[src/design/rv_ctrl_pkg.sv]
package rv_ctrl_pkg;

    typedef logic [31:0] inst_t;
    typedef logic [4:0]  reg_addr_t;
    typedef logic [4:0]  opcode_t;    // inst[6:2]
    typedef logic [2:0]  funct3_t;
    typedef logic [3:0]  alu_op_t;
    typedef logic [2:0]  imm_sel_t;
    typedef logic [1:0]  opnd_sel_t;
    typedef logic [1:0]  fwd_t;
    typedef logic [1:0]  wb_sel_t;
    typedef logic [2:0]  br_haz_t;
    typedef logic [3:0]  byte_mask_t;

    // major opcodes with the low two bits stripped
    localparam opcode_t OPC_LUI    = 5'b01101;
    localparam opcode_t OPC_AUIPC  = 5'b00101;
    localparam opcode_t OPC_JAL    = 5'b11011;
    localparam opcode_t OPC_JALR   = 5'b11001;
    localparam opcode_t OPC_BRANCH = 5'b11000;
    localparam opcode_t OPC_STORE  = 5'b01000;
    localparam opcode_t OPC_LOAD   = 5'b00000;
    localparam opcode_t OPC_ARI_R  = 5'b01100;
    localparam opcode_t OPC_ARI_I  = 5'b00100;

    localparam funct3_t FNC_BEQ  = 3'b000;
    localparam funct3_t FNC_BNE  = 3'b001;
    localparam funct3_t FNC_BLT  = 3'b100;
    localparam funct3_t FNC_BGE  = 3'b101;
    localparam funct3_t FNC_BLTU = 3'b110;
    localparam funct3_t FNC_BGEU = 3'b111;

    localparam funct3_t FNC_SB = 3'b000;
    localparam funct3_t FNC_SH = 3'b001;
    localparam funct3_t FNC_SW = 3'b010;

    localparam funct3_t FNC_ADD_SUB = 3'b000;
    localparam funct3_t FNC_SLL     = 3'b001;
    localparam funct3_t FNC_SLT     = 3'b010;
    localparam funct3_t FNC_SLTU    = 3'b011;
    localparam funct3_t FNC_XOR     = 3'b100;
    localparam funct3_t FNC_SRL_SRA = 3'b101;
    localparam funct3_t FNC_OR      = 3'b110;
    localparam funct3_t FNC_AND     = 3'b111;

    localparam alu_op_t ALU_ADD    = 4'd0;
    localparam alu_op_t ALU_SUB    = 4'd1;
    localparam alu_op_t ALU_SLL    = 4'd2;
    localparam alu_op_t ALU_SLT    = 4'd3;
    localparam alu_op_t ALU_SLTU   = 4'd4;
    localparam alu_op_t ALU_XOR    = 4'd5;
    localparam alu_op_t ALU_OR     = 4'd6;
    localparam alu_op_t ALU_AND    = 4'd7;
    localparam alu_op_t ALU_SRL    = 4'd8;
    localparam alu_op_t ALU_SRA    = 4'd9;
    localparam alu_op_t ALU_COPY_B = 4'd12;

    localparam imm_sel_t IMM_I = 3'd1;
    localparam imm_sel_t IMM_S = 3'd2;
    localparam imm_sel_t IMM_B = 3'd3;
    localparam imm_sel_t IMM_U = 3'd4;
    localparam imm_sel_t IMM_J = 3'd5;

    localparam opnd_sel_t SEL_REG     = 2'd0;
    localparam opnd_sel_t SEL_IMM_PC  = 2'd1; // imm for B, pc for A
    localparam opnd_sel_t SEL_ALU_FWD = 2'd2;
    localparam opnd_sel_t SEL_MEM_FWD = 2'd3;

    localparam fwd_t FWD_NONE = 2'd0;
    localparam fwd_t FWD_ALU  = 2'd1;
    localparam fwd_t FWD_MEM  = 2'd2;

    localparam wb_sel_t WB_MEM = 2'd0;
    localparam wb_sel_t WB_ALU = 2'd1;
    localparam wb_sel_t WB_PC4 = 2'd2;

    localparam br_haz_t BR_NONE  = 3'd0;
    localparam br_haz_t BR_ALU_A = 3'd1;
    localparam br_haz_t BR_ALU_B = 3'd2;
    localparam br_haz_t BR_MEM_A = 3'd3;
    localparam br_haz_t BR_MEM_B = 3'd4;

endpackage
[src/design/decode_control.sv]
module decode_control (
    input  logic                    clk,
    input  logic                    reset,
    input  rv_ctrl_pkg::inst_t      inst,
    input  logic                    b_equal,
    input  logic                    b_less,
    input  logic [1:0]              addr_low,   // low bits of the alu address
    output logic                    pc_sel,
    output logic                    flush,
    output rv_ctrl_pkg::imm_sel_t   imm_sel,
    output rv_ctrl_pkg::opnd_sel_t  a_sel,
    output rv_ctrl_pkg::opnd_sel_t  b_sel,
    output logic                    b_unsigned,
    output rv_ctrl_pkg::alu_op_t    alu_sel,
    output rv_ctrl_pkg::byte_mask_t dmem_we,
    output logic                    sdx_en,
    output logic                    reg_we,
    output rv_ctrl_pkg::wb_sel_t    wb_sel,
    output rv_ctrl_pkg::br_haz_t    br_haz,
    output logic                    store_haz
);
    import rv_ctrl_pkg::*;

    logic       dec_pc_sel;
    logic       dec_flush;
    imm_sel_t   dec_imm_sel;
    opnd_sel_t  a_base;
    opnd_sel_t  b_base;
    logic       dec_b_unsigned;
    alu_op_t    dec_alu_sel;
    byte_mask_t dec_dmem_we;
    logic       dec_sdx_en;
    logic       reg_we_base;
    wb_sel_t    dec_wb_sel;
    logic       is_branch;
    logic       is_store;
    fwd_t       fwd_a;
    fwd_t       fwd_b;
    br_haz_t    haz_br;
    logic       haz_store;

    inst_decoder inst_decoder_i (
        .inst        (inst),
        .b_equal     (b_equal),
        .b_less      (b_less),
        .addr_low    (addr_low),
        .pc_sel      (dec_pc_sel),
        .flush       (dec_flush),
        .imm_sel     (dec_imm_sel),
        .a_base      (a_base),
        .b_base      (b_base),
        .b_unsigned  (dec_b_unsigned),
        .alu_sel     (dec_alu_sel),
        .dmem_we     (dec_dmem_we),
        .sdx_en      (dec_sdx_en),
        .reg_we_base (reg_we_base),
        .wb_sel      (dec_wb_sel),
        .is_branch   (is_branch),
        .is_store    (is_store)
    );

    // history tracks the final write enable, not the decoded one
    hazard_unit hazard_unit_i (
        .clk       (clk),
        .reset     (reset),
        .inst      (inst),
        .reg_we    (reg_we),
        .fwd_a     (fwd_a),
        .fwd_b     (fwd_b),
        .br_haz    (haz_br),
        .store_haz (haz_store)
    );

    control_merger control_merger_i (
        .clk            (clk),
        .reset          (reset),
        .dec_pc_sel     (dec_pc_sel),
        .dec_flush      (dec_flush),
        .dec_imm_sel    (dec_imm_sel),
        .a_base         (a_base),
        .b_base         (b_base),
        .dec_b_unsigned (dec_b_unsigned),
        .dec_alu_sel    (dec_alu_sel),
        .dec_dmem_we    (dec_dmem_we),
        .dec_sdx_en     (dec_sdx_en),
        .reg_we_base    (reg_we_base),
        .dec_wb_sel     (dec_wb_sel),
        .is_branch      (is_branch),
        .is_store       (is_store),
        .fwd_a          (fwd_a),
        .fwd_b          (fwd_b),
        .haz_br         (haz_br),
        .haz_store      (haz_store),
        .pc_sel         (pc_sel),
        .flush          (flush),
        .imm_sel        (imm_sel),
        .a_sel          (a_sel),
        .b_sel          (b_sel),
        .b_unsigned     (b_unsigned),
        .alu_sel        (alu_sel),
        .dmem_we        (dmem_we),
        .sdx_en         (sdx_en),
        .reg_we         (reg_we),
        .wb_sel         (wb_sel),
        .br_haz         (br_haz),
        .store_haz      (store_haz)
    );

endmodule

[src/design/control_merger.sv]
module control_merger (
    input  logic                    clk,
    input  logic                    reset,
    input  logic                    dec_pc_sel,
    input  logic                    dec_flush,
    input  rv_ctrl_pkg::imm_sel_t   dec_imm_sel,
    input  rv_ctrl_pkg::opnd_sel_t  a_base,
    input  rv_ctrl_pkg::opnd_sel_t  b_base,
    input  logic                    dec_b_unsigned,
    input  rv_ctrl_pkg::alu_op_t    dec_alu_sel,
    input  rv_ctrl_pkg::byte_mask_t dec_dmem_we,
    input  logic                    dec_sdx_en,
    input  logic                    reg_we_base,
    input  rv_ctrl_pkg::wb_sel_t    dec_wb_sel,
    input  logic                    is_branch,
    input  logic                    is_store,
    input  rv_ctrl_pkg::fwd_t       fwd_a,
    input  rv_ctrl_pkg::fwd_t       fwd_b,
    input  rv_ctrl_pkg::br_haz_t    haz_br,
    input  logic                    haz_store,
    output logic                    pc_sel,
    output logic                    flush,
    output rv_ctrl_pkg::imm_sel_t   imm_sel,
    output rv_ctrl_pkg::opnd_sel_t  a_sel,
    output rv_ctrl_pkg::opnd_sel_t  b_sel,
    output logic                    b_unsigned,
    output rv_ctrl_pkg::alu_op_t    alu_sel,
    output rv_ctrl_pkg::byte_mask_t dmem_we,
    output logic                    sdx_en,
    output logic                    reg_we,
    output rv_ctrl_pkg::wb_sel_t    wb_sel,
    output rv_ctrl_pkg::br_haz_t    br_haz,
    output logic                    store_haz
);
    import rv_ctrl_pkg::*;

    logic squash_pending; // instruction in decode follows a taken jump/branch

    // only register operands can be replaced by a forwarded value
    function automatic opnd_sel_t apply_fwd(input opnd_sel_t base, input fwd_t fwd);
        opnd_sel_t sel;
        sel = base;
        if (base == SEL_REG) begin
            if (fwd == FWD_ALU) sel = SEL_ALU_FWD;
            else if (fwd == FWD_MEM) sel = SEL_MEM_FWD;
        end
        return sel;
    endfunction

    always_ff @(posedge clk) begin
        if (reset) squash_pending <= 1'b0;
        else squash_pending <= flush;
    end

    always_comb begin
        pc_sel     = dec_pc_sel;
        flush      = dec_flush;
        imm_sel    = dec_imm_sel;
        a_sel      = apply_fwd(a_base, fwd_a);
        b_sel      = apply_fwd(b_base, fwd_b);
        b_unsigned = dec_b_unsigned;
        alu_sel    = dec_alu_sel;
        dmem_we    = dec_dmem_we;
        sdx_en     = dec_sdx_en;
        reg_we     = reg_we_base;
        wb_sel     = dec_wb_sel;
        br_haz     = is_branch ? haz_br : BR_NONE;
        store_haz  = is_store && haz_store;
        if (squash_pending || reset) begin
            // bubble
            pc_sel     = 1'b0;
            flush      = 1'b0;
            imm_sel    = '0;
            a_sel      = SEL_REG;
            b_sel      = SEL_REG;
            b_unsigned = 1'b0;
            alu_sel    = ALU_ADD;
            dmem_we    = '0;
            sdx_en     = 1'b0;
            reg_we     = 1'b0;
            wb_sel     = WB_ALU;
            br_haz     = BR_NONE;
            store_haz  = 1'b0;
        end
    end

endmodule

[src/design/hazard_unit.sv]
module hazard_unit (
    input  logic                 clk,
    input  logic                 reset,
    input  rv_ctrl_pkg::inst_t   inst,
    input  logic                 reg_we,
    output rv_ctrl_pkg::fwd_t    fwd_a,
    output rv_ctrl_pkg::fwd_t    fwd_b,
    output rv_ctrl_pkg::br_haz_t br_haz,
    output logic                 store_haz
);
    import rv_ctrl_pkg::*;

    reg_addr_t rs1;
    reg_addr_t rs2;
    opcode_t   opcode;
    logic      match_a;
    logic      match_b;

    // history of the instruction one stage ahead
    reg_addr_t prev_rd;
    logic      prev_load;
    logic      prev_we;

    assign rs1    = inst[19:15];
    assign rs2    = inst[24:20];
    assign opcode = inst[6:2];

    always_ff @(posedge clk) begin
        if (reset) begin
            prev_rd   <= '0;
            prev_load <= 1'b0;
            prev_we   <= 1'b0;
        end else begin
            prev_rd   <= inst[11:7];
            prev_load <= (opcode == OPC_LOAD);
            prev_we   <= reg_we; // final reg_we keeps squashed slots from forwarding
        end
    end

    assign match_a = prev_we && (rs1 == prev_rd) && (rs1 != '0);
    assign match_b = prev_we && (rs2 == prev_rd) && (rs2 != '0);

    // load data arrives from the memory path, everything else from the alu
    assign fwd_a = !match_a ? FWD_NONE : (prev_load ? FWD_MEM : FWD_ALU);
    assign fwd_b = !match_b ? FWD_NONE : (prev_load ? FWD_MEM : FWD_ALU);

    always_comb begin
        if (match_b) begin         // rs2 takes priority
            br_haz = prev_load ? BR_MEM_B : BR_ALU_B;
        end else if (match_a) begin
            br_haz = prev_load ? BR_MEM_A : BR_ALU_A;
        end else begin
            br_haz = BR_NONE;
        end
    end

    assign store_haz = match_b; // store data depends on the previous result

endmodule

[src/design/inst_decoder.sv]
module inst_decoder (
    input  rv_ctrl_pkg::inst_t      inst,
    input  logic                    b_equal,
    input  logic                    b_less,
    input  logic [1:0]              addr_low,
    output logic                    pc_sel,
    output logic                    flush,
    output rv_ctrl_pkg::imm_sel_t   imm_sel,
    output rv_ctrl_pkg::opnd_sel_t  a_base,
    output rv_ctrl_pkg::opnd_sel_t  b_base,
    output logic                    b_unsigned,
    output rv_ctrl_pkg::alu_op_t    alu_sel,
    output rv_ctrl_pkg::byte_mask_t dmem_we,
    output logic                    sdx_en,
    output logic                    reg_we_base,
    output rv_ctrl_pkg::wb_sel_t    wb_sel,
    output logic                    is_branch,
    output logic                    is_store
);
    import rv_ctrl_pkg::*;

    opcode_t opcode;
    funct3_t funct3;
    logic    taken;

    assign opcode = inst[6:2];
    assign funct3 = inst[14:12];

    // alt selects SUB for add, SRA for shift right
    function automatic alu_op_t alu_op(input funct3_t f3, input logic alt_add,
                                       input logic alt_shift);
        alu_op_t op;
        case (f3)
            FNC_ADD_SUB: op = alt_add ? ALU_SUB : ALU_ADD;
            FNC_SLL:     op = ALU_SLL;
            FNC_SLT:     op = ALU_SLT;
            FNC_SLTU:    op = ALU_SLTU;
            FNC_XOR:     op = ALU_XOR;
            FNC_SRL_SRA: op = alt_shift ? ALU_SRA : ALU_SRL;
            FNC_OR:      op = ALU_OR;
            default:     op = ALU_AND;
        endcase
        return op;
    endfunction

    always_comb begin
        case (funct3)
            FNC_BEQ:             taken = b_equal;
            FNC_BNE:             taken = !b_equal;
            FNC_BLT, FNC_BLTU:   taken = b_less;
            FNC_BGE, FNC_BGEU:   taken = !b_less;
            default:             taken = 1'b0; // reserved encodings never branch
        endcase
    end

    always_comb begin
        pc_sel      = 1'b0;
        flush       = 1'b0;
        imm_sel     = '0;
        a_base      = SEL_REG;
        b_base      = SEL_REG;
        b_unsigned  = 1'b0;
        alu_sel     = ALU_ADD;
        dmem_we     = '0;
        sdx_en      = 1'b0;
        reg_we_base = 1'b0;
        wb_sel      = WB_ALU;
        is_branch   = 1'b0;
        is_store    = 1'b0;
        if (inst[1:0] == 2'b11) begin // 16-bit encodings stay a bubble
            case (opcode)
                OPC_LUI: begin
                    imm_sel = IMM_U;
                    b_base = SEL_IMM_PC;
                    alu_sel = ALU_COPY_B;
                    reg_we_base = 1'b1;
                end
                OPC_AUIPC: begin
                    imm_sel = IMM_U;
                    a_base = SEL_IMM_PC;
                    b_base = SEL_IMM_PC;
                    reg_we_base = 1'b1;
                end
                OPC_JAL, OPC_JALR: begin
                    pc_sel = 1'b1;
                    flush = 1'b1;
                    imm_sel = (opcode == OPC_JAL) ? IMM_J : IMM_I;
                    a_base = (opcode == OPC_JAL) ? SEL_IMM_PC : SEL_REG;
                    b_base = SEL_IMM_PC;
                    reg_we_base = 1'b1;
                    wb_sel = WB_PC4; // link address
                end
                OPC_BRANCH: begin
                    pc_sel = taken;
                    flush = taken;
                    imm_sel = IMM_B;
                    a_base = SEL_IMM_PC; // target is pc + imm
                    b_base = SEL_IMM_PC;
                    b_unsigned = (funct3 == FNC_BLTU) || (funct3 == FNC_BGEU);
                    wb_sel = WB_MEM;
                    is_branch = 1'b1;
                end
                OPC_STORE: begin
                    imm_sel = IMM_S;
                    b_base = SEL_IMM_PC;
                    sdx_en = 1'b1;
                    wb_sel = WB_MEM;
                    is_store = 1'b1;
                    case (funct3)
                        FNC_SW:  dmem_we = 4'b1111;
                        FNC_SH:  dmem_we = (addr_low < 2'd2) ? 4'b0011 : 4'b1100;
                        FNC_SB:  dmem_we = 4'b0001 << addr_low;
                        default: dmem_we = 4'b0000;
                    endcase
                end
                OPC_LOAD: begin
                    imm_sel = IMM_I;
                    b_base = SEL_IMM_PC;
                    reg_we_base = 1'b1;
                    wb_sel = WB_MEM;
                end
                OPC_ARI_R: begin
                    alu_sel = alu_op(funct3, inst[30], inst[30]);
                    reg_we_base = 1'b1;
                end
                OPC_ARI_I: begin
                    imm_sel = IMM_I;
                    b_base = SEL_IMM_PC;
                    alu_sel = alu_op(funct3, 1'b0, inst[30]); // no subi
                    reg_we_base = 1'b1;
                end
                default: ;
            endcase
        end
    end

endmodule

[config.mk]
export PLATFORM = sky130hd
export DESIGN_NAME = decode_control
export DESIGN_NICKNAME = d
export VERILOG_FILES = /design/src/design/rv_ctrl_pkg.sv /design/src/design/decode_control.sv /design/src/design/control_merger.sv /design/src/design/hazard_unit.sv /design/src/design/inst_decoder.sv
export SDC_FILE = /design/constraint.sdc
export NUM_CORES = 1
export LEC_CHECK = 0
export ABC_CLOCK_PERIOD_IN_PS = 1600
export BUFFER_PORTS_ARGS = -buffer_cell sky130_fd_sc_hd__buf_4
export CORE_MARGIN = 4
export CORE_UTILIZATION = 36
export DETAILED_ROUTE_END_ITERATION = 8
export HOLD_SLACK_MARGIN = 0.08
export PLACE_DENSITY = 0.75
export RECOVER_POWER = 50
export SLEW_MARGIN = 10
export SYNTH_ARGS = -nofsm -noshare
export SYNTH_HDL_FRONTEND = slang
export SYNTH_SLANG_ARGS = --single-unit
[constraint.sdc]
create_clock -name clk -period 1.6 [get_ports clk]
set_input_delay 0.32 -clock clk [delete_from_list [all_inputs] [get_ports clk]]
set_output_delay 0.32 -clock clk [all_outputs]
set_load 0.01 [all_outputs]
==> results of run 1 <==
==> kinds of logic (layout without fill, tap and decap cells) <==
kind of cell           count (synthesis)  after routing  synth area share
AO/OA/AOI/OAI                         33             33             0.230
buffers and inverters                 16            104            0.0846
multiplexers                           1              1            0.0113
flip-flops                             8              8             0.181
AND/OR/NAND/NOR                       63             63             0.385
XOR/XNOR                              11             11             0.109
==> cell usage in the layout, fill, tap and decap left out, drive strengths merged, types with 6 or more instances in the layout <==
cell type   n
xnor2       6
a21oi      14
nand3      10
nor2       16
nand2      12
dfxtp       8
inv         6
buf        93
==> path summary, 6_finish.rpt <==
kind / startpoint / end / slack, ns / depth (start not counted)
setup reg to reg: control_merger_i.squash_pending / control_merger_i.squash_pending / 0.30 / 6
hold reg to reg: control_merger_i.squash_pending / hazard_unit_i.prev_we / 0.91 / 5
hold / removal: inst[5] / hazard_unit_i.prev_load / 0.28 / 2
setup / recovery: inst[3] / b_sel[1] / -0.43 / 7
==> stage by stage <==
stage	utilization	setup WS [ns]
2_1_floorplan	-	-0.0973
3_3_place_gp	0.680	-0.242
3_5_place_dp	0.680	-0.313
4_1_cts	0.793	-0.425
5_1_grt	0.866	-0.510
6_report	0.866	-0.431
==> state kept, by name, indices dropped and copies added, names as in the netlist <==
name	count
control_merger_i.squash_pending	1
hazard_unit_i.prev_load	1
hazard_unit_i.prev_rd	5
hazard_unit_i.prev_we	1
==> final cells by class <==
class | count | area [um^2]
Multi-Input combinational cell | 108 | 921
Timing Repair Buffer | 95 | 805
Fill cell | 118 | 304
Sequential cell | 8 | 166
Tap cell | 28 | 35.0
Clock buffer | 3 | 22.5
Inverter | 6 | 22.5
==> power breakdown <==
part           switching [W]  total, W  internal [W]
combinational       0.000174  0.000345      0.000171
clock              0.0000699  0.000156     0.0000859
sequential        0.00000536  0.000214      0.000208
total               0.000249  0.000715      0.000465
==> worst max-delay path, cell delays in order <==
cell and delay, ns:
buf_4 0.13, nor3_4 0.35, a31oi_1 0.10, o32ai_1 0.27, nand3_1 0.20, nor3b_2 0.20
buf_4 0.14
==> metal layers <==
metal  routed length [um]  up-vias
li1                     -      644
met1                 1610      652
met2                 2360       85
met3                  407       17
met4                  170        0
met5                    0        -
==> repair_timing <==
action	in CTS	in global routing
setup buffers	9	4
gates resized for setup	48	31
pin swaps	16	15
setup endpoints to repair	26	26
==> results.cfg, run 1 <==
[global_routing]
antenna_found_initial = 0
grt_pass1_wl_um = 6270
grt_busiest_layer = met2
grt_util_met2 = 0.442
use_met1 = 0.260
grt_max_degree = 11
grt-ovfl-total = 0
grt_usage = 0.236
grt_use_met3 = 0.0312
grt_pass1_vias = 1439

[logic_synthesis]
syn_nets = 170
yosysMostFrequentCell = nor2_1
synth_edf_count = 0
yosysWarnings = 0
async_flop_share = 0
synth_seq_cells = 8
syn_avg_cell_area_um2 = 6.72
synth_cell_types = 39
syn_area_um2 = 887
ys_seq_area_frac = 0.181
yosysTopAreaCellShare = 0.181
synth_common_cells = nor2_1 (15), a21oi_1 (14), nand2_1 (12), nand3_1 (9), dfxtp_1 (8)
netlist_top_cells_area = dfxtp_1 (18%), a21oi_1 (7.9%), nor2_1 (6.3%)
ys.flop_type = dfxtp_1
yosysTopAreaCell = dfxtp_1
netlist_instances = 132

[hold_path]
hold_class = input pin to flop

[die]
die_area_mm2 = 0.00332
die_h_um = 57.6
num_rows = 17
pin_count = 64
core_region_area_mm2 = 0.00228
initial_core_util = 0.390
die_w_um = 57.6

[route]
routedWlPerCell_um = 18.3
post-route-drc-count = 0
vias_per_cell = 5.64
wirelength_um = 4540
ant_nets = 0
vias = 1398
drt_pass1_iterations = 4
drt-initial-drc-count = 69

[final_layout]
area_delta_synth_final_pct = 122
finalNonFillerCells = 248
diodes = 0
nNetsFinal = 260
drive_above_1_share = 0.650
final_cell_area_mm2 = 0.00197

[sta]
period_minus_slack_ns = 2.03
fmax_mhz = 492
timing.final.crit_share = 1.27
max_slew_margin = 0.685
slew_viol_final = 0
finalSetupTns_ns = -6.35
hold-worst-slack_ns = 0.278
finalHoldViolCount = 0
skew_ns = 0.000210
rsz0062_at_grt = yes
setup_slack_ns = -0.431
finalSetupViolations = 26
tightest_slew_ns = 0.471

[critical_path]
crit_fanout = 4
cp.arrival_ns = 1.71
required_ns = 1.28
critPathKind = input pin to output port
critPathLaunchType = input pin
cp-end-kind = output port

[power]
power_leakage_nw = 0.832
max-vdd-ir-drop_mv = 0.302
power_w = 0.000715
power.density_mw_per_mm2 = 362

[clock_tree]
clk_latency_ns = 0.26
clockBufferDepth = 2
cts_buffers = 3
cts_root_buf = clkbuf_4
holdBufCountCts = 0
cts.sinks = 8
path_clk_slew_ns = 0.05
tritoncts = done
cts_max_level = 1

[placed_design]
placed_cell_area_mm2 = 0.00155
placed_cells = 237
gp_congestion = 0.805
numPortBuffers = 57
hpwl_um = 2620

[run_status]
violations = setup timing
status = finished, violations left

[run]
max-cap-violations = 0
(Power assumes the default switching activity.)
==> run 2: changes to the inputs <==
--- a/config.mk
+++ b/config.mk
@@ -7,11 +7,13 @@
 export LEC_CHECK = 0
 export ABC_CLOCK_PERIOD_IN_PS = 1600
 export BUFFER_PORTS_ARGS = -buffer_cell sky130_fd_sc_hd__buf_4
+export CELL_PAD_IN_SITES_DETAIL_PLACEMENT = 0
+export CELL_PAD_IN_SITES_GLOBAL_PLACEMENT = 2
 export CORE_MARGIN = 4
-export CORE_UTILIZATION = 36
+export CORE_UTILIZATION = 17
 export DETAILED_ROUTE_END_ITERATION = 8
 export HOLD_SLACK_MARGIN = 0.08
-export PLACE_DENSITY = 0.75
+export PLACE_DENSITY_LB_ADDON = 0.1
 export RECOVER_POWER = 50
 export SLEW_MARGIN = 10
 export SYNTH_ARGS = -nofsm -noshare
==> results.cfg, run 2 (synthesized netlist as in run 1, its figures left out) <==
[power]
p_comb_frac = 0.408
max-vdd-ir-drop_mv = 0.181
power.density_mw_per_mm2 = 380
power.share.clock = 0.313
p_sw_w = 0.000227
p_int_w = 0.000538
swShare = 0.297
seq_power_share = 0.280
power_leakage_nw = 0.844

[route]
drt-met1-wl_um = 1560
wirelength_um = 3610
wl_met2_um = 1760
vias_per_cell = 4.32
post-route-drc-count = 0
top_layer = met4
drt_pass1_iterations = 4
ant_nets = 0
routedWlPerCell_um = 12.3
dr_wl_met3_um = 240
drt-initial-drc-count = 22
vias = 1267

[critical_path]
path_cells = xor2_1 > nor3_1 > nand4_1 > buf_4 > buf_6 > nand3_2 > a21oi_2 > buf_4
crit_fanout = 4
critPathMostFrequentCell = buf_4
slowest_stage = dfxtp_2
worst-path-buf-inv = 3
cp_top_family = simple AND/OR/NAND/NOR gates
cp-end-kind = output port
cp-startpoint = hazard_unit_i.prev_rd[3]
cp.arrival_ns = 1.62
critPathMaxStageDelay_ns = 0.32
critPathKind = flop to output port
critPathLaunchType = flop
worstReg2RegStart = control_merger_i.squash_pending
required_ns = 1.28

[clock_tree]
cts_root_buf = clkbuf_8
tritoncts = done
cts_max_level = 1
path_clk_slew_ns = 0.04
holdBufCountCts = 0
cts.sinks = 8
clockBufferDepth = 2
cts_buffers = 3
clk_latency_ns = 0.23

[hold_path]
hp-start = inst[10]
hold_class = input pin to flop

[die]
initial_core_util = 0.175
die_area_mm2 = 0.00644
die_w_um = 80.2
core_region_area_mm2 = 0.00507
num_rows = 26
die_h_um = 80.2
pin_count = 64

[sta]
tightest_slew_ns = 0.359
slew_viol_final = 0
period_minus_slack_ns = 1.94
fmax_mhz = 516
finalSetupViolations = 25
timing.final.crit_share = 1.21
rsz0062_at_grt = yes
setup_slack_ns = -0.339
finalHoldViolCount = 0
skew_ns = 0.0000555
max_slew_margin = 0.757
finalSetupTns_ns = -4.83

[placed_design]
hpwl_um = 2930
pre_cts_ws_ns = -0.275
gp_congestion = 0.750
placed_cell_area_mm2 = 0.00163
numPortBuffers = 57
placed_cells = 283

[final_layout]
final_cell_area_mm2 = 0.00201
largest_reg_flops = 5
top_register = hazard_unit_i.prev_rd
nNetsFinal = 263
diodes = 0
area_delta_synth_final_pct = 127
layout_commonest_cell = buf_4
drive_above_1_share = 0.632
layout_common_cells = buf_4 (74), buf_6 (21), nand2_1 (11)
finalNonFillerCells = 293

[global_routing]
grt_max_degree = 11
grt_pass1_wl_um = 5380
grt_usage = 0.104
grt_pass1_vias = 1217
antenna_found_initial = 0
grt-ovfl-total = 0

[run_status]
status = finished, violations left
violations = setup timing

[run]
max-cap-violations = 0
## run 2: cell types whose count changed in the layout (fill, tap and decap cells not counted), sizes merged
cell / change
buf: +3
## run 2: final cells by class
class | count | area (um^2)
repair buffers | 98 | 815
inverters | 6 | 22.5
well taps | 70 | 87.6
multi-input cells | 108 | 885
clock buffers | 3 | 41.3
fillers | 564 | 3060
flip-flops and latches | 8 | 164
## run 2: routing by layer
metal,global-route usage,up-vias
met5,0,-
met4,0.0439,0
met3,0.0135,4
met2,0.185,44
met1,0.124,571
li1,-,648
## run 2: power by group through the flow
| stage | clock (W) | combinational, W | sequential (W) |
|---|---|---|---|
| floorplan | 0 | 0.000119 | 0.000216 |
| global placement | 0 | 0.000254 | 0.000217 |
| detailed placement | 0 | 0.000257 | 0.000217 |
| CTS | 0.000244 | 0.000302 | 0.000214 |
| global route | 0.000254 | 0.000339 | 0.000215 |
| finish | 0.000239 | 0.000312 | 0.000214 |
## run 2: what timing repair did
action	4_1_cts	5_1_grt
setup buffers	6	3
pin swaps	20	14
resized for setup	49	21
setup endpoints to repair	26	26
## run 2: worst paths after layout
kind                                     endpoint  slack [ns]  cells after the start
setup / recovery                        br_haz[1]       -0.34                      8
hold / removal           hazard_unit_i.prev_rd[3]        0.30                      2
hold reg to reg   control_merger_i.squash_pending        0.82                      5
setup reg to reg  control_merger_i.squash_pending        0.39                      6
## run 2: worst reg2reg max path, stage by stage, from the launching register on
cell	delay (ns)
dfxtp_1	0.29
or2_4	0.25
nor2_8	0.14
buf_6	0.12
nand4_1	0.08
buf_6	0.16
o22ai_1	0.10
## run 2: stage by stage
| step | hold slack [ns] | power [W] | utilization |
|---|---|---|---|
| 6_report | 0.303 | 0.000765 | 0.397 |
| 5_1_grt | 0.300 | 0.000808 | 0.397 |
| 4_1_cts | 0.301 | 0.000761 | 0.379 |
| 3_5_place_dp | 0.534 | 0.000475 | 0.321 |
| 3_3_place_gp | 0.532 | 0.000472 | 0.321 |
| 2_1_floorplan | 0.392 | 0.000335 | - |
==> run 3: changes to the inputs <==
--- a/config.mk
+++ b/config.mk
@@ -9,7 +9,7 @@
 export BUFFER_PORTS_ARGS = -buffer_cell sky130_fd_sc_hd__buf_4
 export CELL_PAD_IN_SITES_DETAIL_PLACEMENT = 0
 export CELL_PAD_IN_SITES_GLOBAL_PLACEMENT = 2
-export CORE_MARGIN = 4
+export CORE_MARGIN = 5
 export CORE_UTILIZATION = 17
 export DETAILED_ROUTE_END_ITERATION = 8
 export HOLD_SLACK_MARGIN = 0.08
==> results.cfg, run 3 (synthesized netlist as in run 1, its figures left out) <==
[placed_design]
gp_congestion = 0.746
pre_cts_ws_ns = -0.273
placed_cell_area_mm2 = 0.00164
hpwl_um = 2980
numPortBuffers = 57

[final_layout]
diodes = 0
area_delta_synth_final_pct = 132
fin_util = 0.406
final_cell_area_mm2 = 0.00206
layout_common_cells = buf_4 (73), buf_6 (21), nand2_1 (9)
nNetsFinal = 265
fill_cells = 574
top_register = hazard_unit_i.prev_rd
drive_above_1_share = 0.631
largest_reg_flops = 5
layout_commonest_cell = buf_4

[critical_path]
path_cells = xor2_1 > nor3_1 > nand4_1 > or2_1 > a21oi_2 > buf_4
critPathMaxStageDelay_ns = 0.32
critPathKind = flop to output port
cp_top_family = simple AND/OR/NAND/NOR gates
critPathLaunchType = flop
slowest_stage = dfxtp_2
rrSetupSlack_ns = 0.20
crit_fanout = 4
cp-end-kind = output port
required_ns = 1.28
cp.arrival_ns = 1.57
worst-path-buf-inv = 1

[power]
power_leakage_nw = 0.862
seq_power_share = 0.278
power.density_mw_per_mm2 = 373
p_int_w = 0.000547
power.share.clock = 0.300
p_sw_w = 0.000223
p_comb_frac = 0.422
swShare = 0.290
max-vdd-ir-drop_mv = 0.166

[clock_tree]
cts_max_level = 1
tritoncts = done
clockBufferDepth = 2
path_clk_slew_ns = 0.04
clk_latency_ns = 0.22
cts.sinks = 8
cts_buffers = 3
cts_root_buf = clkbuf_8

[die]
num_rows = 26
pin_count = 64
die_h_um = 82.2
die_w_um = 82.2
die_area_mm2 = 0.00676
core_region_area_mm2 = 0.00507
initial_core_util = 0.175

[route]
drt-initial-drc-count = 55
routedWlPerCell_um = 12.8
post-route-drc-count = 0
ant_nets = 0
wirelength_um = 3770
vias_per_cell = 4.31
vias = 1272
drt_pass1_iterations = 5

[sta]
tightest_slew_ns = 0.382
finalSetupViolations = 25
hold-worst-slack_ns = 0.310
skew_ns = 0.0000731
timing.final.crit_share = 1.18
max_slew_margin = 0.742
period_minus_slack_ns = 1.89
finalHoldViolCount = 0
setup_slack_ns = -0.293
rsz0062_at_grt = yes
fmax_mhz = 528
slew_viol_final = 0

[global_routing]
grt_pass1_vias = 1286
grt_max_degree = 11
grt_usage = 0.106
grt_pass1_wl_um = 5710
antenna_found_initial = 0
grt-ovfl-total = 0

[run]
max-cap-violations = 0

[run_status]
status = finished, violations left
violations = setup timing

[hold_path]
hold_class = input pin to flop
-- run 3: power groups by stage --
stage,logic (W),clock network (W),registers (W)
3_5_place_dp,0.000260,0,0.000217
3_3_place_gp,0.000257,0,0.000217
2_1_floorplan,0.000119,0,0.000216
6_report,0.000325,0.000231,0.000214
5_1_grt,0.000351,0.000252,0.000215
4_1_cts,0.000308,0.000236,0.000214
-- run 3: final cells by class --
| type | count | area (um^2) | area share |
|---|---|---|---|
| Tap cell | 70 | 87.6 | 0.0425 |
| Timing Repair Buffer | 100 | 862 | 0.418 |
| Sequential cell | 8 | 163 | 0.0789 |
| Multi-Input combinational cell | 108 | 886 | 0.430 |
| Inverter | 6 | 22.5 | 0.0109 |
| Clock buffer | 3 | 41.3 | 0.0200 |
-- run 3: routing by layer --
metal | track usage | up-vias | wire length [um]
li1 | - | 656 | -
met1 | 0.136 | 573 | 1570
met2 | 0.179 | 41 | 1880
met3 | 0.0195 | 2 | 302
met4 | 0.0282 | 0 | 23
met5 | 0 | - | 0
-- run 3: path summary, 6_finish.rpt --
path                                                      start                              end  cells after the start
worst min register to register  control_merger_i.squash_pending  control_merger_i.squash_pending                      6
worst max-delay path                   hazard_unit_i.prev_rd[1]                         b_sel[0]                      6
worst min-delay path                                   inst[10]         hazard_unit_i.prev_rd[3]                      2
worst max register to register  control_merger_i.squash_pending  control_merger_i.squash_pending                      8
-- run 3: worst reg2reg max path, delay by kind of cell, from the launching register on --
| family | cells | cell delay [ns] |
|---|---|---|
| buffers and inverters | 4 | 0.47 |
| and+or+nand+nor | 3 | 0.43 |
| DFF | 1 | 0.29 |
| AOI/OAI and AO/OA | 1 | 0.14 |
-- run 3: what timing repair did --
| item | 4_1_cts | 5_1_grt |
|---|---|---|
| setup endpoints to repair | 25 | 26 |
| setup buffers | 5 | 7 |
| gates resized for setup | 54 | 19 |
| cloned | 0 | 0 |
| pin swaps | 21 | 6 |
| hold buffers | 0 | 0 |
-- run 3: per-stage QoR --
step	instances	setup TNS [ns]	power, W
finish	295	-4.74	0.000769
global route	295	-6.72	0.000817
CTS	290	-4.76	0.000759
detailed placement	282	-4.60	0.000477
global placement	282	-4.29	0.000474
floorplan	132	-0.524	0.000335
